**src/source/pipe_pkg.sv**
```systemverilog
`default_nettype none

package pipe_pkg;

    // datapath sizes
    localparam int xlen        = 32;
    localparam int reg_addr_w  = 5;
    localparam int dmem_words  = 64;
    localparam int dmem_addr_w = 6;

    // rv32i opcodes of the supported classes
    localparam logic [6:0] op_rtype     = 7'b0110011;
    localparam logic [6:0] op_itype_alu = 7'b0010011;
    localparam logic [6:0] op_load      = 7'b0000011;
    localparam logic [6:0] op_store     = 7'b0100011;

    localparam logic [2:0] f3_add = 3'b000;
    localparam logic [2:0] f3_and = 3'b111;
    localparam logic [2:0] f3_or  = 3'b110;

    // funct7 bit 5 set turns add into sub
    localparam logic [6:0] f7_sub = 7'b0100000;

    // operand source selects
    localparam logic [1:0] fwd_none = 2'd0;
    localparam logic [1:0] fwd_ex   = 2'd1;
    localparam logic [1:0] fwd_mem  = 2'd2;

    // one instruction word seen through the three formats
    typedef union packed {
        struct packed {
            logic [6:0]            funct7;
            logic [reg_addr_w-1:0] rs2;
            logic [reg_addr_w-1:0] rs1;
            logic [2:0]            funct3;
            logic [reg_addr_w-1:0] rd;
            logic [6:0]            opcode;
        } r;
        struct packed {
            logic [11:0]           imm;
            logic [reg_addr_w-1:0] rs1;
            logic [2:0]            funct3;
            logic [reg_addr_w-1:0] rd;
            logic [6:0]            opcode;
        } i;
        struct packed {
            logic [6:0]            imm_hi;
            logic [reg_addr_w-1:0] rs2;
            logic [reg_addr_w-1:0] rs1;
            logic [2:0]            funct3;
            logic [4:0]            imm_lo;
            logic [6:0]            opcode;
        } s;
    } instr_t;

endpackage

`default_nettype wire
```
**src/source/alu.sv**
```systemverilog
`timescale 1ns/1ps
`default_nettype none

module alu (
    input  wire pipe_pkg::instr_t          instr,
    input  wire  [pipe_pkg::xlen-1:0]      op_a,
    input  wire  [pipe_pkg::xlen-1:0]      op_b,
    output logic [pipe_pkg::xlen-1:0]      result,
    output logic [pipe_pkg::xlen-1:0]      store_data
);

    logic [pipe_pkg::xlen-1:0] imm_i;
    logic [pipe_pkg::xlen-1:0] imm_s;

    assign imm_i = {{(pipe_pkg::xlen - 12){instr.i.imm[11]}}, instr.i.imm};
    assign imm_s = {{(pipe_pkg::xlen - 12){instr.s.imm_hi[6]}}, instr.s.imm_hi, instr.s.imm_lo};

    always_comb begin
        case (instr.r.opcode)
            pipe_pkg::op_rtype: begin
                case (instr.r.funct3)
                    pipe_pkg::f3_and: result = op_a & op_b;
                    pipe_pkg::f3_or:  result = op_a | op_b;
                    default: begin
                        if (instr.r.funct7 == pipe_pkg::f7_sub) begin
                            result = op_a - op_b;
                        end else begin
                            result = op_a + op_b;
                        end
                    end
                endcase
            end
            // addi data and load address share the i immediate
            pipe_pkg::op_itype_alu, pipe_pkg::op_load: begin
                result = op_a + imm_i;
            end
            pipe_pkg::op_store: begin
                result = op_a + imm_s;
            end
            default: begin
                result = '0;
            end
        endcase
    end

    assign store_data = op_b;

endmodule

`default_nettype wire

```
**config.mk**
```make
export PLATFORM = sky130hd
export DESIGN_NAME = alu
export DESIGN_NICKNAME = d
export VERILOG_FILES = /design/src/source/pipe_pkg.sv /design/src/source/alu.sv
export SDC_FILE = /design/constraint.sdc
export NUM_CORES = 1
export LEC_CHECK = 0
export BUFFER_PORTS_ARGS = -buffer_cell sky130_fd_sc_hd__buf_4
export CAP_MARGIN = 0
export CORE_UTILIZATION = 43
export DETAILED_ROUTE_END_ITERATION = 10
export GPL_TIMING_DRIVEN = 0
export PLACE_DENSITY = 0.69
export SLEW_MARGIN = 30
export SYNTH_ARGS = -nofsm -noshare
export SYNTH_HDL_FRONTEND = slang
export SYNTH_SLANG_ARGS = --single-unit
```
**constraint.sdc**
```tcl
create_clock -name vclk -period 11.7
set_input_delay 2.34 -clock vclk [all_inputs]
set_output_delay 2.34 -clock vclk [all_outputs]
set_load 0.01 [all_outputs]
```
## Word level (Yosys, flattened, before mapping)

Index checks and enable logic that the tools add are counted.

- Input port bits: 96
- Register bits: 0
- Output and inout port bits: 64

- Add/sub/neg operators: 4
- Reduce and logical (&&, ||, !) cells: 1
- Bitwise gates (word level): 2
- Multiplexer cells: 3
- Equality and inequality tests: 7

Operator list:

| cell | number |
|---|---|
| $add A32 B32 Y32 | 3 |
| $pmux W32 S3 | 1 |
| $pmux W32 S2 | 1 |
| $and A32 B32 Y32 | 1 |
| $mux W32 | 1 |
| $or A32 B32 Y32 | 1 |
| $sub A32 B32 Y32 | 1 |
| $eq A7 B6 Y1 const B | 3 |
| $eq A7 B2 Y1 const B | 1 |
| $eq A7 B5 Y1 const B | 1 |
| $eq A3 B3 Y1 const B | 2 |
| $reduce_or A2 Y1 | 1 |

## Depth between registers and ports, before layout

- Word-level depth: 4
- Mapped depth: 18
- Depth with buffers taken out: 17

## Worst setup path after synthesis

No wires, ideal clock.

- Path type: input port to output port
- Start: input instr[28] (netlist name)
- End: output result[24] (netlist name)
- Buffers on the path: 2
- Required time: 9360 ps
- Arrival time: 5783 ps
- Path slack: 3577 ps
- Stages on the path: 16
- Cells stage by stage: nor4b_1 and2_1 clkbuf_1 buf_1 nor2_1 xnor2_1 ha_1 nor2b_1 o31a_1 o31ai_1 nand2_1 a31o_2 a31oi_4 o21ai_1 nor4b_1 or3_1

- Word-level cells in the longest chain between the ends: 4
- Elaborated cells on any way between the ends: 6

RTL lines:

| item | line | source |
|---|---|---|
| start, declared | alu.sv:5 | `input wire pipe_pkg::instr_t instr,` |
| parallel branches: the longest is 3 deep, another holds $add A32 B32 Y32 | n/a |  |
| $pmux W32 S3 (*) | alu.sv:19 | `case (instr.r.opcode)` |
| end, declared | alu.sv:8 | `output logic [pipe_pkg::xlen-1:0] result,` |

Every way passes the cells marked *.

## Worst setup path in the final report

- Start: input instr[31] (netlist name)
- End: output result[30] (netlist name)

The elaborated chain is that of the path after synthesis.

==> key figures <==
Timing
  – Fin. max-slew vios: 0
  – Worst Max-Slew Pin Slew: 821 ps
  – Fmax: 99.4 MHz
  – Fin crit period: 10060 ps
  – Part of the cycle the worst path needs: 86.0%
  – Final Setup Violations: 0
  – Final hold violation count: 0
  – Slew HR: 45.3%
  – RSZ-0062 raised after global routing: no
  – Final setup TNS: 0 ps

Synth
  – Synth top area share: 15.3%
  – Synth area leader: ha_1
  – Mapped Area: 5330 um2
  – Warning count from the yosys run: 0
  – Syn Inst Count: 781
  – Register area share after synthesis: 0%
  – Count of cell types in the netlist: 66
  – Avg Cell Area, Syn: 6.82 um2
  – Cells taking the most area after synthesis: ha_1 (15%), xnor2_1 (7.7%), a21oi_1 (6.5%), o21ai_0 (5.8%), maj3_1 (5.3%)
  – Syn Nets: 944

Layout
  – Final Instance Count excl. Fillers: 1104
  – Fillers: 1229
  – Num sequential: 0
  – Layout Utilization: 55.5%
  – Antenna Cells: 0
  – Area Overhead vs Synth: 25.8%
  – Share of cells above drive strength 1: 21.9%
  – Commonest non-fill, non-tap cell in the layout: buf_4
  – Most frequent cells in the layout: buf_4 (187), a21oi_1 (69), ha_1 (65), nor2_1 (64), o21ai_0 (62)
  – # clk buffers: 0
  – NumNets Final: 1101
  – Register area: 0 um2

Detailed routing
  – Routed len/inst: 17.6 um
  – Vias: 6481
  – Post-route DRC: 0
  – DRT Wirelength: 19.5 mm
  – Vias per cell: 5.87
  – Router iterations before antenna repair: 5
  – Post-route ant nets: 0
  – Starting DRC count in detailed routing: 571

Power
  – Sw Pwr: 0.174 mW
  – Pint: 0.141 mW
  – Leak Pwr: 3.08 nW
  – Switching share of total power: 55.2%
  – Gate power share: 100.0%
  – Maximum VDD drop: 0.0000205 V
  – Flop pwr share: 0%
  – Total Power: 0.315 mW
  – Clk network pwr share: 0%
  – Power per Cell Area: 47.0 nW/um2

Worst setup path
  – Crit. Startpoint: instr[31]
  – Crit path cell chain: buf_4 -> nor4b_1 -> and2_1 -> clkbuf_1 -> buf_1 -> nor2_1 -> xnor2_1 -> ha_1 -> nor2b_1 -> o31a_1 -> o31ai_1 -> a211oi_1 -> o221ai_1 -> o21ai_0 -> nor2_1 -> a211oi_1 -> o21ai_0 -> buf_4
  – Critical path class: input port to output pin
  – CP peak stage delay: 630 ps
  – Critical path peak fanout: 22
  – Setup crit start kind: input port
  – Arrival time worst endpoint: 7720 ps
  – CP Capture Type: output pin
  – Top Family by Delay on Critical Path: compound AO/OA/AOI/OAI gates
  – Buf/Inv on CP: 4
  – CP max stage cell: buf_1
  – CP Data Required Time: 9360 ps

Die
  – Die Area: 12800 um2
  – Initial Util: 44.1%
  – Horiz. Die Dim: 113 um
  – Core area: 12100 um2
  – Die H: 113 um
  – Number of I/O pins: 160
  – Row cnt: 40

Global routing
  – Largest net degree at the start of global routing: 23
  – First-pass GRT wire length: 29.8 mm
  – Gr ovfl total: 0
  – GRT Overall Usage: 29.0%
  – Initial antenna violation count: 0
  – Vias in the first global route: 5844

CTS
  – # resized after CTS: 0
  – Post-CTS Hold Fix Bufs: 0
  – Postcts setup bufs: 0

Min path
  – Hold path start: op_b[31]
  – Min-delay worst type: input port to output pin

Placement
  – Inst Count DP: 1104
  – PortBufs: 155
  – Final GP Congestion: 0.981
  – Dpl hpwl: 15.4 mm

Run status
  – Status: complete, no violations

Job
  – Max-cap violations: 0
power by group through the flow:
stage / Combinational (mW) / Sequential [mW] / Clock [mW]
6_report: 0.315 / 0 / 0
5_1_grt: 0.344 / 0 / 0
4_1_cts: 0.309 / 0 / 0
3_5_place_dp: 0.307 / 0 / 0
3_3_place_gp: 0.306 / 0 / 0
2_1_floorplan: 0.212 / 0 / 0
final timing paths:
path	end	slack, ps	cells after the start
setup / recovery	result[30]	1640	18
hold / removal	store_data[31]	4980	3
layer usage:
layer	vias up	track usage, %	wire length [um]
met4	0	5.00	326
li1	3206	-	-
met2	290	49.2	8730
met5	-	0	0
met3	24	1.71	1460
met1	2961	40.6	8960
cells in the mapped netlist, types with 14 or more instances:
cell      number
maj3_1        28
nor2_1        64
nand2_1       57
xnor2_1       47
a21o_1        33
a31oi_1       14
o22ai_1       19
o21ai_0       62
inv_1         25
clkbuf_1      32
a21oi_1       69
nand3_1       17
xor2_1        30
buf_4         32
ha_1          65
final cells by class:
cell class / count / area [um2] / area share [%]
plain buffers: 68 / 375 / 5.60
inverters: 25 / 93.8 / 1.40
multi-input cells: 688 / 4860 / 72.5
well taps: 168 / 210 / 3.14
repair buffers: 155 / 1160 / 17.4
tightest hold or removal path, cell delays in order:
cell and delay (ps):
buf_4 100, buf_4 90, buf_4 100
through the flow:
step / hold WS (ps) / setup WS, ps / cell area, um2
after detailed placement: 4970 / 1850 / 6700
after CTS: 4970 / 1770 / 6700
after global routing: 4990 / 1520 / 6700
final: 4980 / 1640 / 6700
after global placement: 4970 / 1820 / 6700
after floorplan: 4770 / 3580 / 5330
cell families (layout without fill, tap and decap cells):
logic type / Yosys count / in the layout / share of synthesized area (%)
simple gates: 223 / 223 / 20.4
xor+xnor: 77 / 77 / 12.7
buf+inv: 93 / 248 / 8.81
compound gates: 284 / 284 / 35.0
fa+ha+maj: 95 / 95 / 21.3
mux: 9 / 9 / 1.86
No activity file was read; power rests on OpenSTA's default activity.
