### config.mk
export PLATFORM = sky130hd
export DESIGN_NAME = operand_forward
export DESIGN_NICKNAME = d
export VERILOG_FILES = /design/src/source/pipe_pkg.sv /design/src/source/operand_forward.sv
export SDC_FILE = /design/constraint.sdc
export NUM_CORES = 1
export LEC_CHECK = 0
export BUFFER_PORTS_ARGS = -buffer_cell sky130_fd_sc_hd__buf_2
export CORE_UTILIZATION = 40
export CTS_CLUSTER_DIAMETER = 200
export DETAILED_ROUTE_END_ITERATION = 12
export GPL_ROUTABILITY_DRIVEN = 0
export GPL_TIMING_DRIVEN = 0
export PLACE_DENSITY = 0.76
export SYNTH_ARGS = -nofsm -noshare
export SYNTH_HDL_FRONTEND = slang
export SYNTH_SLANG_ARGS = --single-unit
### constraint.sdc
create_clock -name clk -period 0.8 [get_ports clk]
set_input_delay 0 -clock clk [delete_from_list [all_inputs] [get_ports clk]]
set_output_delay 0 -clock clk [all_outputs]
set_load 0.01 [all_outputs]
### src/source/pipe_pkg.sv
`default_nettype none

package pipe_pkg;

    // datapath sizes
    localparam int xlen        = 32;
    localparam int reg_addr_w  = 5;
    localparam int dmem_words  = 64;
    localparam int dmem_addr_w = 6;

    // rv32i opcodes of the supported classes
    localparam logic [6:0] op_rtype     = 7'b0110011;
    localparam logic [6:0] op_itype_alu = 7'b0010011;
    localparam logic [6:0] op_load      = 7'b0000011;
    localparam logic [6:0] op_store     = 7'b0100011;

    localparam logic [2:0] f3_add = 3'b000;
    localparam logic [2:0] f3_and = 3'b111;
    localparam logic [2:0] f3_or  = 3'b110;

    // funct7 bit 5 set turns add into sub
    localparam logic [6:0] f7_sub = 7'b0100000;

    // operand source selects
    localparam logic [1:0] fwd_none = 2'd0;
    localparam logic [1:0] fwd_ex   = 2'd1;
    localparam logic [1:0] fwd_mem  = 2'd2;

    // one instruction word seen through the three formats
    typedef union packed {
        struct packed {
            logic [6:0]            funct7;
            logic [reg_addr_w-1:0] rs2;
            logic [reg_addr_w-1:0] rs1;
            logic [2:0]            funct3;
            logic [reg_addr_w-1:0] rd;
            logic [6:0]            opcode;
        } r;
        struct packed {
            logic [11:0]           imm;
            logic [reg_addr_w-1:0] rs1;
            logic [2:0]            funct3;
            logic [reg_addr_w-1:0] rd;
            logic [6:0]            opcode;
        } i;
        struct packed {
            logic [6:0]            imm_hi;
            logic [reg_addr_w-1:0] rs2;
            logic [reg_addr_w-1:0] rs1;
            logic [2:0]            funct3;
            logic [4:0]            imm_lo;
            logic [6:0]            opcode;
        } s;
    } instr_t;

endpackage

`default_nettype wire
### src/source/operand_forward.sv
`timescale 1ns/1ps
`default_nettype none

module operand_forward (
    input  wire                         clk,
    input  wire                         reset,
    input  wire                         accept,
    input  wire  [1:0]                  fwd_a,
    input  wire  [1:0]                  fwd_b,
    input  wire  [pipe_pkg::xlen-1:0]   rdata_a,
    input  wire  [pipe_pkg::xlen-1:0]   rdata_b,
    input  wire  [pipe_pkg::xlen-1:0]   alu_result,
    input  wire  [pipe_pkg::xlen-1:0]   mem_result,
    output logic [pipe_pkg::xlen-1:0]   op_a,
    output logic [pipe_pkg::xlen-1:0]   op_b
);

    logic [pipe_pkg::xlen-1:0] next_a;
    logic [pipe_pkg::xlen-1:0] next_b;

    // mem_result already carries the loaded word for a load,
    // otherwise the alu value passed down from execute
    always_comb begin
        case (fwd_a)
            pipe_pkg::fwd_ex: begin
                next_a = alu_result;
            end
            pipe_pkg::fwd_mem: begin
                next_a = mem_result;
            end
            default: begin
                next_a = rdata_a;
            end
        endcase
    end

    always_comb begin
        case (fwd_b)
            pipe_pkg::fwd_ex: begin
                next_b = alu_result;
            end
            pipe_pkg::fwd_mem: begin
                next_b = mem_result;
            end
            default: begin
                next_b = rdata_b;
            end
        endcase
    end

    // operands enter execute together with the instruction word
    always_ff @(posedge clk or negedge reset) begin
        if (!reset) begin
            op_a <= '0;
            op_b <= '0;
        end else if (accept) begin
            op_a <= next_a;
            op_b <= next_b;
        end
    end

endmodule

`default_nettype wire

; ---- Yosys cells after proc, flatten, opt, wreduce, memory -nomap -nowiden
; Index checks and enable logic that the tools add are counted.
[totals]
ff_bits = 64
wordCells = 8
[classes]
n_eq_ne = 4
n_mux = 2
[op_table]
columns = operator, count
row1 = case mux 32 bit (2 select lines), 2
row2 = "equality test 2 x 1 -> 1 bit, second input constant", 2
row3 = "equality test 2 bit, second input constant", 2

; ---- Logic depth before layout (Yosys ltp)
[logic_depth]
word_depth = 2
ltp_mapped = 7
depth_no_buf = 5

; ---- Least setup slack after synthesis
; Ideal clock, no wire load.
[synth_path]
path_type = input port to flip-flop
from = input port fwd_b[0]
to = register op_b[21] (netlist bit)
setup_ns = 0.127
t_arrival_ns = 0.985
slack_ns = -0.312
cell_stages = 7
path_buffers = 2
path_cell_list = inv_1 > ha_1 > clkbuf_1 > nand2b_4 > buf_6 > a221oi_1 > nor2_1
[synth_via]
elab_chain_len = 2
[synth_lines]
columns = item, line
row1 = "start, declared", operand_forward.sv:9  ; input wire [1:0] fwd_b,
row2 = equality test 2 bit / equality test 2 x 1 -> 1 bit (equally long branches), operand_forward.sv:38  ; case (fwd_b)
row3 = case mux 32 bit (2 select lines) (*), operand_forward.sv:38
row4 = "end signal, assigned", operand_forward.sv:58  ; op_b <= next_b;
row5 = "end, declared", operand_forward.sv:15  ; output logic [pipe_pkg::xlen-1:0] op_b
; Mark *: on every way between the ends. The rest lies on a longest branch, timed or not.
; A chain may end at the register's enable or synchronous reset.

; ---- Worst setup path in the final report
[layout_path]
from = register op_a[27] (netlist bit)
to = output port op_a[27] (netlist bit)
[layout_rtl]
columns = item, line
row1 = "start, declared", operand_forward.sv:14  ; output logic [pipe_pkg::xlen-1:0] op_a,
row2 = "start signal, assigned", operand_forward.sv:57  ; op_a <= next_a;
; No word-level cell between the ends.

==> flow_metrics.py <==
metrics = {
    "run_status": {
        "outcome": "complete, but fails checks",
        "violations": "hold timing, setup timing",
    },
    "cells_and_area": {
        "layout_common_cells": "buf_2 (179), nand3b_1 (64), dfrtp_1 (64)",
        "nets": 787,
        "fin_area_mm2": 0.00647,
        "drive_gt1_share_pct": 51.0,
        "fillers": 577,
        "flow.area_growth_from_synthesis_pct": 82.7,
        "antenna_cells": 0,
        "final_common_cell": "buf_2",
    },
    "logic_synthesis": {
        "syn-cell-area_mm2": 0.00354,
        "avgSynthCellArea_um2": 9.57,
        "ys_warn_count": 0,
        "yosys.area_share.simple_pct": 21.1,
        "synth-xor-area-share_pct": 0,
        "synthesis.instances": 370,
        "synthTopCellsByArea": "dfrtp_1 (45%), a221oi_1 (15%), nand3b_1 (14%), o21ai_0 (7.1%), nor2_1 (6.8%)",
        "synth.area.mux_share_pct": 0,
        "synth_top_family_by_area": "compound AO/OA/AOI/OAI gates",
        "synth_compound_area_share_pct": 25.2,
        "ys_types": 16,
        "syn-num-nets": 509,
        "synth_fa_ha_area_share_pct": 1.41,
        "synth_top_area_share_pct": 45.2,
        "ys_seq_area_share_pct": 45.2,
        "synth-seq-cells": 64,
        "yosysTopAreaCell": "dfrtp_1",
    },
    "worst_setup_path": {
        "cpPeakStageDelay_ps": 420,
        "arrival_ps": 910,
        "slowest_stage": "dfrtp_1",
        "path_delay_family": "flip-flops",
        "critPathMaxFanout": 2,
        "crit_required_ps": 800,
        "start_kind": "register",
        "critPathCaptureType": "primary output",
        "path_buf_inv": 1,
        "cp_num_cells": 1,
        "path_cells": "buf_2",
        "crit_type": "reg2out",
        "reg2reg_depth": 2,
    },
    "timing": {
        "worstMarginPinSlew_ps": 841,
        "final-setup-viol-count": 85,
        "rsz0062_at_grt": "true",
        "fin_crit_sh_pct": 114,
        "min_period_ps": 910,
        "hold_ws_ps": -261,
        "finClkSkew_ps": 0,
        "tns_ps": -4120,
        "slew_headroom_pct": 43.9,
        "fin_ws_ps": -110,
        "max_freq_ghz": 1.10,
        "slew_violations": 0,
        "hold_viol": 69,
    },
    "floorplan": {
        "core_mm2": 0.00838,
        "fp.dieW_um": 96.1,
        "ios": 199,
        "die_area_mm2": 0.00923,
        "die_y_um": 96.1,
        "start_util_pct": 42.2,
        "row_count": 33,
    },
    "grt": {
        "antenna_found_initial": 0,
        "grt_pass1_wl_um": 21200,
        "gr-usage-all-layers_pct": 30.7,
        "grt_start_max_net_pins": 65,
        "grt_pass1_vias": 4304,
        "grt_overflow_total": 0,
    },
    "clocking": {
        "clk_latency_ps": 340,
        "clk_pin_slew_ps": 80,
        "ctsHtreeMaxLevel": 3,
        "cts_sinks": 64,
        "cts_buffers": 9,
        "clock_path_buffers": 2,
        "cts_root_buf": "clkbuf_8",
        "cts_hold_buf": 64,
        "cts_tree": "done",
    },
    "pwr": {
        "pwr-share-clk_pct": 27.3,
        "power_leakage_nw": 2.90,
        "p_switching_mw": 3.47,
        "vdd_drop_max_mv": 0.961,
        "combPwrFrac_pct": 34.9,
        "pwr-share-seq_pct": 37.8,
        "intPower_mw": 7.16,
        "power_density_mw_per_mm2": 1640,
        "switching_share_pct": 32.6,
    },
    "routing": {
        "vias": 4381,
        "drtIter0Drc": 201,
        "routedWlPerCell_um": 19.3,
        "vias_per_cell": 5.78,
        "ant_nets": 0,
        "firstDrtPassIters": 5,
        "drc": 0,
        "routed_wl_um": 14600,
    },
    "placement": {
        "portBuffers": 197,
        "dp.final_hpwl_um": 9150,
        "dpl_worst_slack_ps": -611,
        "placed_area_mm2": 0.00510,
    },
    "worst_hold_path": {
        "holdCritPathClass": "in2async",
    },
    "flow_run": {
        "cap_violations": 0,
    },
}
## layer usage
layer / global-route usage, % / wire, µm / vias to the layer above / part of all wire [%]
met5: 0 / 0 / - / 0
met4: 15.4 / 537 / 0 / 3.7
met3: 5.29 / 861 / 48 / 5.9
met2: 52.4 / 7290 / 257 / 50
met1: 37.3 / 5960 / 2104 / 41
li1: - / - / 1972 / -
## sequential cells by signal (all words and copies together), names as in the netlist
name,count
op_a,32
op_b,32
## power groups by stage
stage / registers (mW) / clock network (mW) / logic (mW)
after floorplan: 4.26 / 0 / 1.26
after global placement: 4.00 / 0 / 2.78
after detailed placement: 4.02 / 0 / 2.84
after CTS: 3.97 / 2.92 / 3.35
after global routing: 4.07 / 3.08 / 3.98
final: 4.01 / 2.90 / 3.71
## per-stage QoR
stage / util (%) / std cells / total power, mW
final: 77.1 / 758 / 10.6
after global routing: 77.1 / 758 / 11.1
after CTS: 73.8 / 761 / 10.2
after detailed placement: 60.9 / 672 / 6.85
after global placement: 60.8 / 672 / 6.78
after floorplan: - / 370 / 5.52
## final timing paths
check                                     start                    to  slack, ps
min reg2reg                op_a[14]$_DFFE_PN0P_  op_a[14]$_DFFE_PN0P_        530
max in group asynchronous                 reset  op_a[15]$_DFFE_PN0P_        470
min in group clk                 mem_result[31]  op_a[31]$_DFFE_PN0P_        -60
max reg2reg                op_b[19]$_DFFE_PN0P_  op_b[19]$_DFFE_PN0P_        -20
min                                       reset   op_a[4]$_DFFE_PN0P_       -260
max                        op_a[27]$_DFFE_PN0P_              op_a[27]       -110
## area by class of cell
cell class                      instances  area [µm²]  area share (%)
Timing Repair Buffer                  269        1900            29.3
Multi-Input combinational cell        262        2280            35.3
Inverter                                4        25.0           0.387
Tap cell                              105         131            2.03
Clock inverter                          3        40.0           0.619
Clock buffer                           13         159            2.46
Sequential cell                        64        1600            24.8
Buffer                                 38         330            5.11
## cells by family (layout without fill, tap and decap cells)
group,after synthesis,count (layout)
buffers and inverters,44,327
AO/OA/AOI/OAI,128,128
AND/OR/NAND/NOR,130,130
adder cells (fa/ha/maj),4,4
flip-flops,64,64
## synth_stat cells
master    instances
dfrtp_1          64
nand3b_1         64
nor2_1           64
a221oi_1         62
o21ai_0          50
clkbuf_1         17
o21ai_1          14
buf_2            10
buf_6             8
ha_1              4
inv_1             4
a221oi_2          2
buf_1             2
buf_4             2
nand2b_4          2
clkbuf_2          1
## what timing repair did
action                                  in CTS  in global routing
buffers inserted                             8                  3
endpoints found under the hold margin      128                 68
endpoints found under the setup margin     125                124
gates resized for setup                     40                 57
cloned                                       3                  1
pin swaps                                    4                 17
Note: power is estimated with default switching activity, not from simulation.
