[src/source/pipe_pkg.sv]
`default_nettype none

package pipe_pkg;

    // datapath sizes
    localparam int xlen        = 32;
    localparam int reg_addr_w  = 5;
    localparam int dmem_words  = 64;
    localparam int dmem_addr_w = 6;

    // rv32i opcodes of the supported classes
    localparam logic [6:0] op_rtype     = 7'b0110011;
    localparam logic [6:0] op_itype_alu = 7'b0010011;
    localparam logic [6:0] op_load      = 7'b0000011;
    localparam logic [6:0] op_store     = 7'b0100011;

    localparam logic [2:0] f3_add = 3'b000;
    localparam logic [2:0] f3_and = 3'b111;
    localparam logic [2:0] f3_or  = 3'b110;

    // funct7 bit 5 set turns add into sub
    localparam logic [6:0] f7_sub = 7'b0100000;

    // operand source selects
    localparam logic [1:0] fwd_none = 2'd0;
    localparam logic [1:0] fwd_ex   = 2'd1;
    localparam logic [1:0] fwd_mem  = 2'd2;

    // one instruction word seen through the three formats
    typedef union packed {
        struct packed {
            logic [6:0]            funct7;
            logic [reg_addr_w-1:0] rs2;
            logic [reg_addr_w-1:0] rs1;
            logic [2:0]            funct3;
            logic [reg_addr_w-1:0] rd;
            logic [6:0]            opcode;
        } r;
        struct packed {
            logic [11:0]           imm;
            logic [reg_addr_w-1:0] rs1;
            logic [2:0]            funct3;
            logic [reg_addr_w-1:0] rd;
            logic [6:0]            opcode;
        } i;
        struct packed {
            logic [6:0]            imm_hi;
            logic [reg_addr_w-1:0] rs2;
            logic [reg_addr_w-1:0] rs1;
            logic [2:0]            funct3;
            logic [4:0]            imm_lo;
            logic [6:0]            opcode;
        } s;
    } instr_t;

endpackage

`default_nettype wire
[src/source/hazard_detect.sv]
`timescale 1ns/1ps
`default_nettype none

module hazard_detect (
    input  wire pipe_pkg::instr_t            instr,
    input  wire                              instr_valid,
    input  wire                              ex_valid,
    input  wire  [pipe_pkg::reg_addr_w-1:0]  ex_rd,
    input  wire                              ex_is_load,
    input  wire                              mem_valid,
    input  wire  [pipe_pkg::reg_addr_w-1:0]  mem_rd,
    output logic [1:0]                       fwd_a,
    output logic [1:0]                       fwd_b,
    output logic                             stall
);

    logic [6:0] opcode;
    logic       use_a;
    logic       use_b;
    logic       ex_hit_a;
    logic       ex_hit_b;

    // execute is newer than memory, so it is checked first
    function automatic logic [1:0] pick_src(
        input logic                       used,
        input logic [pipe_pkg::reg_addr_w-1:0] src,
        input logic                       ex_v,
        input logic [pipe_pkg::reg_addr_w-1:0] ex_d,
        input logic                       mem_v,
        input logic [pipe_pkg::reg_addr_w-1:0] mem_d
    );
        logic [1:0] sel;
        sel = pipe_pkg::fwd_none;
        if (used && (src != '0)) begin
            if (ex_v && (ex_d == src)) begin
                sel = pipe_pkg::fwd_ex;
            end else if (mem_v && (mem_d == src)) begin
                sel = pipe_pkg::fwd_mem;
            end
        end
        return sel;
    endfunction

    assign opcode = instr.r.opcode;

    // rs1 is read by every supported class, rs2 only by r-type and stores
    assign use_a = (opcode == pipe_pkg::op_rtype) || (opcode == pipe_pkg::op_itype_alu) ||
                   (opcode == pipe_pkg::op_load)  || (opcode == pipe_pkg::op_store);
    assign use_b = (opcode == pipe_pkg::op_rtype) || (opcode == pipe_pkg::op_store);

    assign fwd_a = pick_src(use_a, instr.r.rs1, ex_valid, ex_rd, mem_valid, mem_rd);
    assign fwd_b = pick_src(use_b, instr.r.rs2, ex_valid, ex_rd, mem_valid, mem_rd);

    assign ex_hit_a = (fwd_a == pipe_pkg::fwd_ex);
    assign ex_hit_b = (fwd_b == pipe_pkg::fwd_ex);

    // load data only exists in the memory stage, hold decode one cycle
    assign stall = instr_valid && ex_is_load && (ex_hit_a || ex_hit_b);

endmodule

`default_nettype wire

[config.mk]
export PLATFORM = sky130hd
export DESIGN_NAME = hazard_detect
export DESIGN_NICKNAME = d
export VERILOG_FILES = /design/src/source/pipe_pkg.sv /design/src/source/hazard_detect.sv
export SDC_FILE = /design/constraint.sdc
export NUM_CORES = 1
export LEC_CHECK = 0
export CORE_AREA = 4 4 41 43
export DETAILED_ROUTE_END_ITERATION = 7
export DIE_AREA = 0 0 45 47
export DONT_BUFFER_PORTS = 1
export PLACE_DENSITY = 0.45
export SLEW_MARGIN = 40
export SYNTH_ARGS = -nofsm -noshare
export SYNTH_HDL_FRONTEND = slang
export SYNTH_SLANG_ARGS = --single-unit
export TNS_END_PERCENT = 1
[constraint.sdc]
create_clock -name vclk -period 3.4
set_clock_uncertainty 0.1 [all_clocks]
set_input_delay 1.02 -clock vclk [all_inputs]
set_output_delay 1.02 -clock vclk [all_outputs]
set_load 0.05 [all_outputs]
# After elaboration in Yosys (flattened, before gate mapping)
# Index checks and enable logic that the tools add are counted.
[word_totals]
output_inout_bits = 5
regBits = 0
in_bits = 46
elab_cells = 31
[classes]
eq_ne = 10
n_reduce_logical = 15
mux = 6
[ops]
columns = ["cell", "count"]
rows = [
  ["== test 5 bit", 4],
  ["== test 7 x 6 -> 1 bit, second input constant", 2],
  ["two-way mux 2 bit", 6],
  ["nonzero test 5 bit", 2],
  ["logical AND 1 bit", 8],
  ["== test 7 x 2 -> 1 bit, second input constant", 1],
  ["== test 7 x 5 -> 1 bit, second input constant", 1],
  ["logical OR 1 bit", 5],
  ["== test 2 x 1 -> 1 bit, second input constant", 2],
]

# Logic depth before layout (Yosys ltp)
# Gate-level depths: netlist of run 1.
[logic_depth]
depth_word = 9
ltp_mapped = 5
mapped_depth_nobuf = 5

# Worst setup path after synthesis of run 1
# Ideal clock, no wire load.
[synth_path]
path_kind = "input -> output"
start = "input port instr[3] in the netlist's numbering"
end = "output port fwd_b[1]"
arrival_time_ns = 3.002
path_slack_ns = -0.722
required_ns = 2.280
stages = 3
path_buffers = 0
path_cell_list = "nor4_1 > nand2_1 > nor4_1"
[synth_between]
elab_chain_cells = 4
word_cells_on_any_way = 5
classes_between = "eq/ne (2); mux (1); reduce/logical (2)"
[synth_lines]
columns = ["item", "line", "rtl"]
rows = [
  ["from (decl)", "hazard_detect.sv:5", "input wire pipe_pkg::instr_t instr,"],
  ["== test 7 x 6 -> 1 bit", "hazard_detect.sv:49", "assign use_b = (opcode == pipe_pkg::op_rtype) || (opcode == pipe_pkg::op_store);"],
  ["logical OR 1 bit *", "hazard_detect.sv:49", ""],
  ["logical AND 1 bit *", "hazard_detect.sv:34", "if (used && (src != '0)) begin"],
  ["two-way mux 2 bit *", "hazard_detect.sv:34", ""],
  ["to (decl)", "hazard_detect.sv:13", "output logic [1:0] fwd_b,"],
]
# Mark *: on every way between the ends. The rest lies on a longest branch, timed or not.

# Final worst setup path of run 1
[layout_path]
start = "input port instr[21] in the netlist's numbering"
end = "output port stall"
[layout_between]
elab_chain_cells = 8
word_cells_on_any_way = 12
classes_between = "eq/ne (3); mux (3); reduce/logical (6)"
[layout_lines]
columns = ["item", "line", "rtl"]
rows = [
  ["== test 5 bit", "hazard_detect.sv:37", "end else if (mem_v && (mem_d == src)) begin"],
  ["logical AND 1 bit", "hazard_detect.sv:37", ""],
  ["two-way mux 2 bit", "hazard_detect.sv:37", ""],
  ["two-way mux 2 bit", "hazard_detect.sv:35", "if (ex_v && (ex_d == src)) begin"],
  ["two-way mux 2 bit *", "hazard_detect.sv:34", ""],
  ["== test 2 x 1 -> 1 bit *", "hazard_detect.sv:55", "assign ex_hit_b = (fwd_b == pipe_pkg::fwd_ex);"],
  ["logical OR 1 bit *", "hazard_detect.sv:58", "assign stall = instr_valid && ex_is_load && (ex_hit_a || ex_hit_b);"],
  ["logical AND 1 bit *", "hazard_detect.sv:58", ""],
  ["to (decl)", "hazard_detect.sv:14", "output logic stall"],
]
# Marks and branches as above.

==> results.md, run 1 <==
- Fin area: between 300 and 400 um^2
- Minimum clock period: between 3 and 4 ns
- Crit Path Max Fanout: 3
- Final Hold Violating Endpoints: 0
- Mux cell area share after synthesis: 0
- Synthesized area per cell: between 7 and 8 um^2
- IO Port Bufs: 0
- Vias: 319
- Maximum operating frequency: roughly 300 MHz
- Grt total ovfl: 0
- Die W: about 45 um
- Worst Path Required: 2.28 ns
- Power Density: about 66 nW/um^2
- Clkbuf count: 0
- Drt drc: 0
- Most frequent cells in the layout: xor2_1 (12), xnor2_1 (8), nor3_1 (4), buf_4 (4), nand2_1 (3)
- Filler cells: between 150 and 200
- Routability cong.: ~0.7
- Cts hold-fix bufs: 0
- First-pass GRT wire length: 1380 um
- Pleak: ~0.14 nW
- Worst-margin pin slew: 0.500 ns
- Slew HR: 0.663
- Finished Layout Cells: 61
- Post-Synth Simple-Gate Area: 0.332
- Drt pass-1 iters: 2
- Overall routing resource usage: 0.0850
- Dpl cells: 61
- Finished Core Util: 0.298
- Worst min-delay path category: in -> out
- Largest net degree at the start of global routing: 5
- Syn Std Cell Area: roughly 300 um^2
- Finish-stage setup viols: 0
- Die area: ~2100 um^2
- Worst setup SP type: primary input
- RSZ-0062 raised after global routing: no
- Slew Viols, Final: 0
- Synth unique cells: 13
- Hold Slack: approximately 2.2 ns
- Cell count after synthesis: 41
- DRT iter0 DRCs: 1
- Layout cells sized above 1: 0.196
- CP Launch Point: instr[21]
- Setup TNS: 0 ns
- Crit path cell chain: or4_4 > o2111a_1 > o211a_1 > buf_12
- Post-synthesis adder-cell area fraction: 0
- Core area: between 1000 and 1500 um^2
- Crit share post-route: 0.975
- Final ANT Viol Nets: 0
- Critical path capture point type: output pin
- Synth top area share: 0.349
- Setup WS pre-CTS: approximately 0.078 ns
- Seq Cell Count: 0
- PostCTS Resize Cnt: 0
- Crit-path slowest cell: or4_4
- Final WL: about 950 um
- Num rows: 13
- Largest family of logic cells by synthesized area: XOR/XNOR gates
- Nets: 94
- Complex-gate fraction of the synthesized area: 0.0871
- Run status: finished clean
- Setup bufs post-CTS: 0
- Area after DPL: roughly 380 um^2
- Die H: between 40 and 50 um
- Slowest stage delay, CP: between 0.5 and 0.6 ns
- Syn. warnings: 0
- Vias in the first global route: 347
- Crit Path Class: in -> out
- Worst setup path end: stall
- Antenna diode count: 0
- Maximum VDD drop: approximately 0.000025 V
- Max cap viols: 0
- Post-synthesis sequential area ratio: 0
- Layout area overhead: 28.6%
- Final worst slack: around 0.085 ns
- Area leader, netlist: xor2_1
- Total power: around 0.026 mW
- Synth area leaders: xor2_1 (35%), xnor2_1 (23%), nor3_1 (8.3%)
- Starting density of the core: 0.232
- Avg WL per Cell: ~16 um
- Most common library cell in the layout ignoring fill and taps: xor2_1
- Xor and xnor area share after synthesis: 0.581
- Worst EP arrival: about 2.2 ns
- I/O pins: a little over 50
- Mapped Nets: 87
- Vias/cell: 5.23
- Sequential Area: 0 um^2
- Initial antenna violation count: 0
-- power breakdown --
| group | internal (mW) | switching, mW |
|---|---|---|
| combinational | 0.0157 | 0.0101 |
| clock | 0 | 0 |
| sequential | 0 | 0 |
| total | 0.0157 | 0.0101 |
-- worst max-delay path: cells and delay by family --
| kind | cells | cell delay [ns] |
|---|---|---|
| AO/OA/AOI/OAI | 2 | 0.50 |
| buffers and inverters | 1 | 0.15 |
| AND/OR/NAND/NOR | 1 | 0.52 |
-- Yosys cell counts --
master    count
xnor2_1       8
nor3_1        5
nor2_1        1
or4_4         1
nand3_1       1
o21ai_0       1
o211a_1       1
nor4_1        3
nand4_1       2
nand2_1       3
o2111a_1      1
xor2_1       12
and3_1        2
-- logic make-up (layout without fill, tap and decap cells) --
family	after synthesis	after routing
compound gates	3	3
buf+inv	0	5
simple gates	18	18
xor+xnor	20	20
-- worst min-delay path by stage --
| stage | startpoint | to | slack [ns] | cells after the start |
|---|---|---|---|---|
| after floorplan | instr[5] | fwd_b[1] | 2.15 | 2 |
| after global placement | instr_valid | stall | 2.21 | 2 |
| after detailed placement | instr_valid | stall | 2.21 | 2 |
| after CTS | instr_valid | stall | 2.21 | 2 |
| after global routing | instr_valid | stall | 2.22 | 2 |
| final | instr_valid | stall | 2.21 | 2 |
-- metal layers --
| layer | vias up | GRT usage | part of all wire |
|---|---|---|---|
| met2 | 17 | 0.147 | 0.50 |
| met4 | 0 | 0 | 0.014 |
| met5 | - | 0 | 0 |
| li1 | 160 | - | - |
| met3 | 2 | 0.0268 | 0.15 |
| met1 | 140 | 0.110 | 0.34 |
-- cell type report --
| class | instances | area [um^2] | share of cell area |
|---|---|---|---|
| Multi-Input combinational cell | 41 | 319 | 0.823 |
| Timing Repair Buffer | 5 | 50.0 | 0.129 |
| Tap cell | 15 | 18.8 | 0.0484 |
No activity file was read; power rests on OpenSTA's default activity.
==> inputs of run 2 (changes only) <==
==> constraint.sdc (replaced) <==
create_clock -name vclk -period 4.1
set_clock_uncertainty 0.1 [all_clocks]
set_input_delay 1.23 -clock vclk [all_inputs]
set_output_delay 1.23 -clock vclk [all_outputs]
set_load 0.05 [all_outputs]
==> results.md, run 2 (synthesis gave the netlist of run 1 again) <==
- Run status: finished clean
- Crit share post-route: 0.910
- Sequential Area: 0 um^2
- Overall routing resource usage: 0.0818
- Pleak: approximately 0.14 nW
- Filler cells: ~150
- Setup bufs post-CTS: 0
- Most common library cell in the layout ignoring fill and taps: xor2_1
- Crit Path Max Fanout: 3
- Crit Path Class: in -> out
- PostCTS Resize Cnt: 0
- Worst min-delay path category: in -> out
- Drt drc: 0
- Area after DPL: approximately 380 um^2
- Hold Slack: approximately 2.6 ns
- Cts hold-fix bufs: 0
- Die area: roughly 2100 um^2
- Vias/cell: ~5.1
- Worst setup path end: stall
- Maximum VDD drop: around 0.000019 V
- IO Port Bufs: 0
- Slew Viols, Final: 0
- Clkbuf count: 0
- Antenna diode count: 0
- Power Density: approximately 53 nW/um^2
- First-pass GRT wire length: around 1300 um
- Critical path capture point type: output pin
- Final worst slack: about 0.37 ns
- Slew HR: 0.714
- Worst-margin pin slew: about 0.43 ns
- Final WL: just under 900 um
- Fin area: about 380 um^2
- Nets: 94
- Vias in the first global route: 319
- Worst Path Required: 2.77 ns
- Initial antenna violation count: 0
- Layout cells sized above 1: 0.174
- DRT iter0 DRCs: 1
- CP Launch Point: instr[21]
- Die H: between 40 and 50 um
- Final ANT Viol Nets: 0
- Worst setup SP type: primary input
- Avg WL per Cell: 14.6 um
- Setup WS pre-CTS: about 0.34 ns
- Core area: between 1000 and 1500 um^2
- Grt total ovfl: 0
- Total power: just over 0.02 mW
- Largest net degree at the start of global routing: 5
- Maximum operating frequency: ~270 MHz
- Seq Cell Count: 0
- Routability cong.: around 0.70
- Worst EP arrival: between 2 and 2.5 ns
- I/O pins: 51
- Final HPWL DP: between 800 and 900 um
- Most frequent cells in the layout: xor2_1 (12), xnor2_1 (8), nor3_1 (4), buf_4 (4), nand2_1 (3)
- Minimum clock period: between 3 and 4 ns
- Drt pass-1 iters: 2
- Final Hold Violating Endpoints: 0
- Finish-stage setup viols: 0
- Layout area overhead: 26.6%
- RSZ-0062 raised after global routing: no
- Hold path startpoint: instr_valid
- Starting density of the core: 0.232
- Num rows: 13
- Die W: roughly 45 um
- Vias: ~310
- Max cap viols: 0
==> run 2: cell types whose count changed in the layout (fill, tap and decap cells not counted) <==
cell | previous run | this run
nor4_2 | 2 | 1
nor4_1 | 1 | 2
==> run 2: worst min-delay path by stage <==
stage / slack, ns / endpoint / cells past startpoint
6_report: 2.62 / stall / 2
4_1_cts: 2.63 / stall / 2
3_5_place_dp: 2.63 / stall / 2
3_3_place_gp: 2.63 / stall / 2
5_1_grt: 2.64 / stall / 2
2_1_floorplan: 2.55 / fwd_b[1] / 2
==> run 2: per-layer routing <==
| metal | share of wire | GRT usage | wire (um) |
|---|---|---|---|
| met2 | 0.43 | 0.130 | 383 |
| met4 | 0 | 0 | 0 |
| met5 | 0 | 0 | 0 |
| met3 | 0.22 | 0.0421 | 197 |
| met1 | 0.35 | 0.106 | 308 |
==> run 2: layout make-up <==
class / instances / area [um^2] / area share
repair buffers: 5 / 50.0 / 0.131
well taps: 15 / 18.8 / 0.0492
multi-input cells: 41 / 313 / 0.820
==> run 2: critical path: stages <==
cell and delay (ns):
or4_4 0.52, o2111a_1 0.26, o211a_1 0.24, buf_12 0.15
==> run 2: where the power goes <==
part	switching (mW)	internal, mW
clock network	0	0
registers	0	0
logic	0.00756	0.0128
==> run 2: metrics by stage <==
stage	util	setup TNS (ns)	instances
2_1_floorplan	-	-0.0485	41
3_3_place_gp	0.293	0	61
3_5_place_dp	0.293	0	61
4_1_cts	0.293	0	61
5_1_grt	0.293	0	61
6_report	0.293	0	61
==> inputs of run 3 (changes only) <==
--- a/config.mk
+++ b/config.mk
@@ -5,11 +5,13 @@
 export SDC_FILE = /design/constraint.sdc
 export NUM_CORES = 1
 export LEC_CHECK = 0
+export ABC_AREA = 1
 export CORE_AREA = 4 4 41 43
 export DETAILED_ROUTE_END_ITERATION = 7
 export DIE_AREA = 0 0 45 47
 export DONT_BUFFER_PORTS = 1
-export PLACE_DENSITY = 0.45
+export GPL_TIMING_DRIVEN = 0
+export PLACE_DENSITY = 0.57
 export SLEW_MARGIN = 40
 export SYNTH_ARGS = -nofsm -noshare
 export SYNTH_HDL_FRONTEND = slang
==> results.md, run 3 <==
- Run status: finished clean
- Maximum VDD drop: about 0.000023 V
- WP buf/inv: 1
- Sequential Area: 0 um^2
- Routability cong.: between 0.8 and 0.9
- Worst setup SP type: primary input
- Top post-synthesis cells by count: nand2_1 (38), inv_1 (17), nor2_1 (15), o21ai_0 (6), xor2_1 (4)
- Worst-margin pin slew: a little over 0.6 ns
- Minimum clock period: 3.57 ns
- Final Hold Violating Endpoints: 0
- Worst min-delay path category: in -> out
- Slowest stage delay, CP: between 0.5 and 0.6 ns
- Crit-path leading delay family: compound AO/OA/AOI/OAI gates
- Crit Path Class: in -> out
- Slew Viols, Final: 0
- Area after DPL: 472 um^2
- Area leader, netlist: nand2_1
- Most common library cell in the layout ignoring fill and taps: nand2_1
- DRT iter0 DRCs: 7
- Syn Std Cell Area: between 400 and 500 um^2
- Seq pwr share: 0
- Grt total ovfl: 0
- Vias in the first global route: just over 500
- Initial antenna violation count: 0
- P_int: between 0.01 and 0.015 mW
- Post-synthesis adder-cell area fraction: 0
- Post-Synth Simple-Gate Area: 0.624
- Drt pass-1 iters: 4
- RSZ-0062 raised after global routing: no
- Synth area leaders: nand2_1 (31%), inv_1 (14%), nor2_1 (12%)
- PostCTS Resize Cnt: 0
- Finish-stage setup viols: 0
- Crit Path Max Fanout: 3
- Mux cell area share after synthesis: 0
- Synth unique cells: 14
- Xor and xnor area share after synthesis: 0.0773
- Die H: 47 um
- Sw frac: 0.598
- Die W: around 45 um
- I/O pins: between 50 and 60
- Synth top area share: 0.315
- Num rows: 13
- Clock Power Share: 0
- Crit-path slowest cell: a21oi_2
- Cell count after synthesis: 99
- Worst Path Required: 2.77 ns
- Fin area: about 480 um^2
- Mapped Nets: roughly 150
- Maximum operating frequency: approximately 280 MHz
- Clkbuf count: 0
- Pleak: between 0.2 and 0.3 nW
- Overall routing resource usage: 0.122
- Critical path capture point type: output pin
- Largest net degree at the start of global routing: 5
- Setup TNS: 0 ns
- Antenna diode count: 0
- Core area: 1300 um^2
- Worst EP arrival: between 2 and 2.5 ns
- Complex-gate fraction of the synthesized area: 0.133
- Hold Slack: roughly 2.5 ns
- Cts hold-fix bufs: 0
- Vias/cell: about 4.8
- Layout cells sized above 1: 0.141
- Final WL: about 1200 um
- Largest family of logic cells by synthesized area: simple AND/OR/NAND/NOR gates
- Drt drc: 0
- Net load switching power: approximately 0.019 mW
- Vias: ~540
- Die area: about 2100 um^2
- Seq Cell Count: 0
- Starting density of the core: 0.348
- Most frequent cells in the layout: nand2_1 (38), inv_1 (17), nor2_1 (13)
- Max cap viols: 0
- Final ANT Viol Nets: 0
- First-pass GRT wire length: between 2000 and 2500 um
- Power Density: approximately 65 nW/um^2
- Slew HR: 0.592
- Nets: approximately 150
- Filler cells: about 180
- Hold Path Stages: 2
- IO Port Bufs: 0
- Crit path cell chain: inv_1 > nor2_1 > nor3_2 > nand3_2 > a21oi_2
- Syn. warnings: 0
- Top-count cell post-synth: nand2_1
- Total power: about 0.031 mW
- Combinational Power Share: 1.000
- Setup bufs post-CTS: 0
- Synthesized area per cell: around 4.6 um^2
- WP depth: 5
- Avg WL per Cell: about 11 um
- Post-synthesis sequential area ratio: 0
- Crit share post-route: 0.871
- Layout area overhead: 5.25%
- Final HPWL DP: about 1200 um
-- run 3: cell count changes in the layout (fill, tap and decap cells not counted), moves of 8 or more --
cell / previous run / this run
inv_1: 0 / 17
nand2_1: 3 / 38
nor2_1: 1 / 13
xnor2_1: 8 / 0
xor2_1: 12 / 4
-- run 3: final timing paths --
| check | startpoint | endpoint | slack (ns) |
|---|---|---|---|
| hold / removal | ex_is_load | stall | 2.52 |
| setup / recovery | ex_rd[1] | stall | 0.53 |
-- run 3: cell type report --
cell class	count	area (um^2)	area share
inverter	20	75.1	0.157
multi-input combinational	79	383	0.803
tap	15	18.8	0.0394
-- run 3: cell families after synthesis --
group | Yosys count
buffers and inverters | 20
AOI/OAI and AO/OA | 10
and+or+nand+nor | 65
xor gates and xnor gates | 4
-- run 3: through the flow --
| stage | utilization | cells | setup slack [ns] |
|---|---|---|---|
| 4_1_cts | 0.363 | 114 | 0.373 |
| 2_1_floorplan | - | 99 | 0.481 |
| 3_3_place_gp | 0.363 | 114 | 0.386 |
| 5_1_grt | 0.366 | 114 | 0.424 |
| 6_report | 0.366 | 114 | 0.529 |
| 3_5_place_dp | 0.363 | 114 | 0.375 |
-- run 3: metal layers --
| layer | wire length [um] | track usage | share of wire | vias to the layer above |
|---|---|---|---|---|
| li1 | - | - | - | 298 |
| met1 | 474 | 0.144 | 0.39 | 228 |
| met2 | 640 | 0.237 | 0.52 | 18 |
| met3 | 106 | 0.0268 | 0.087 | 0 |
| met4 | 0 | 0 | 0 | 0 |
| met5 | 0 | 0 | 0 | - |
-- run 3: power by group through the flow --
stage | clock (mW) | combinational, mW | sequential [mW]
after floorplan | 0 | 0.0266 | 0
after detailed placement | 0 | 0.0310 | 0
after CTS | 0 | 0.0312 | 0
final | 0 | 0.0310 | 0
after global placement | 0 | 0.0303 | 0
after global routing | 0 | 0.0361 | 0
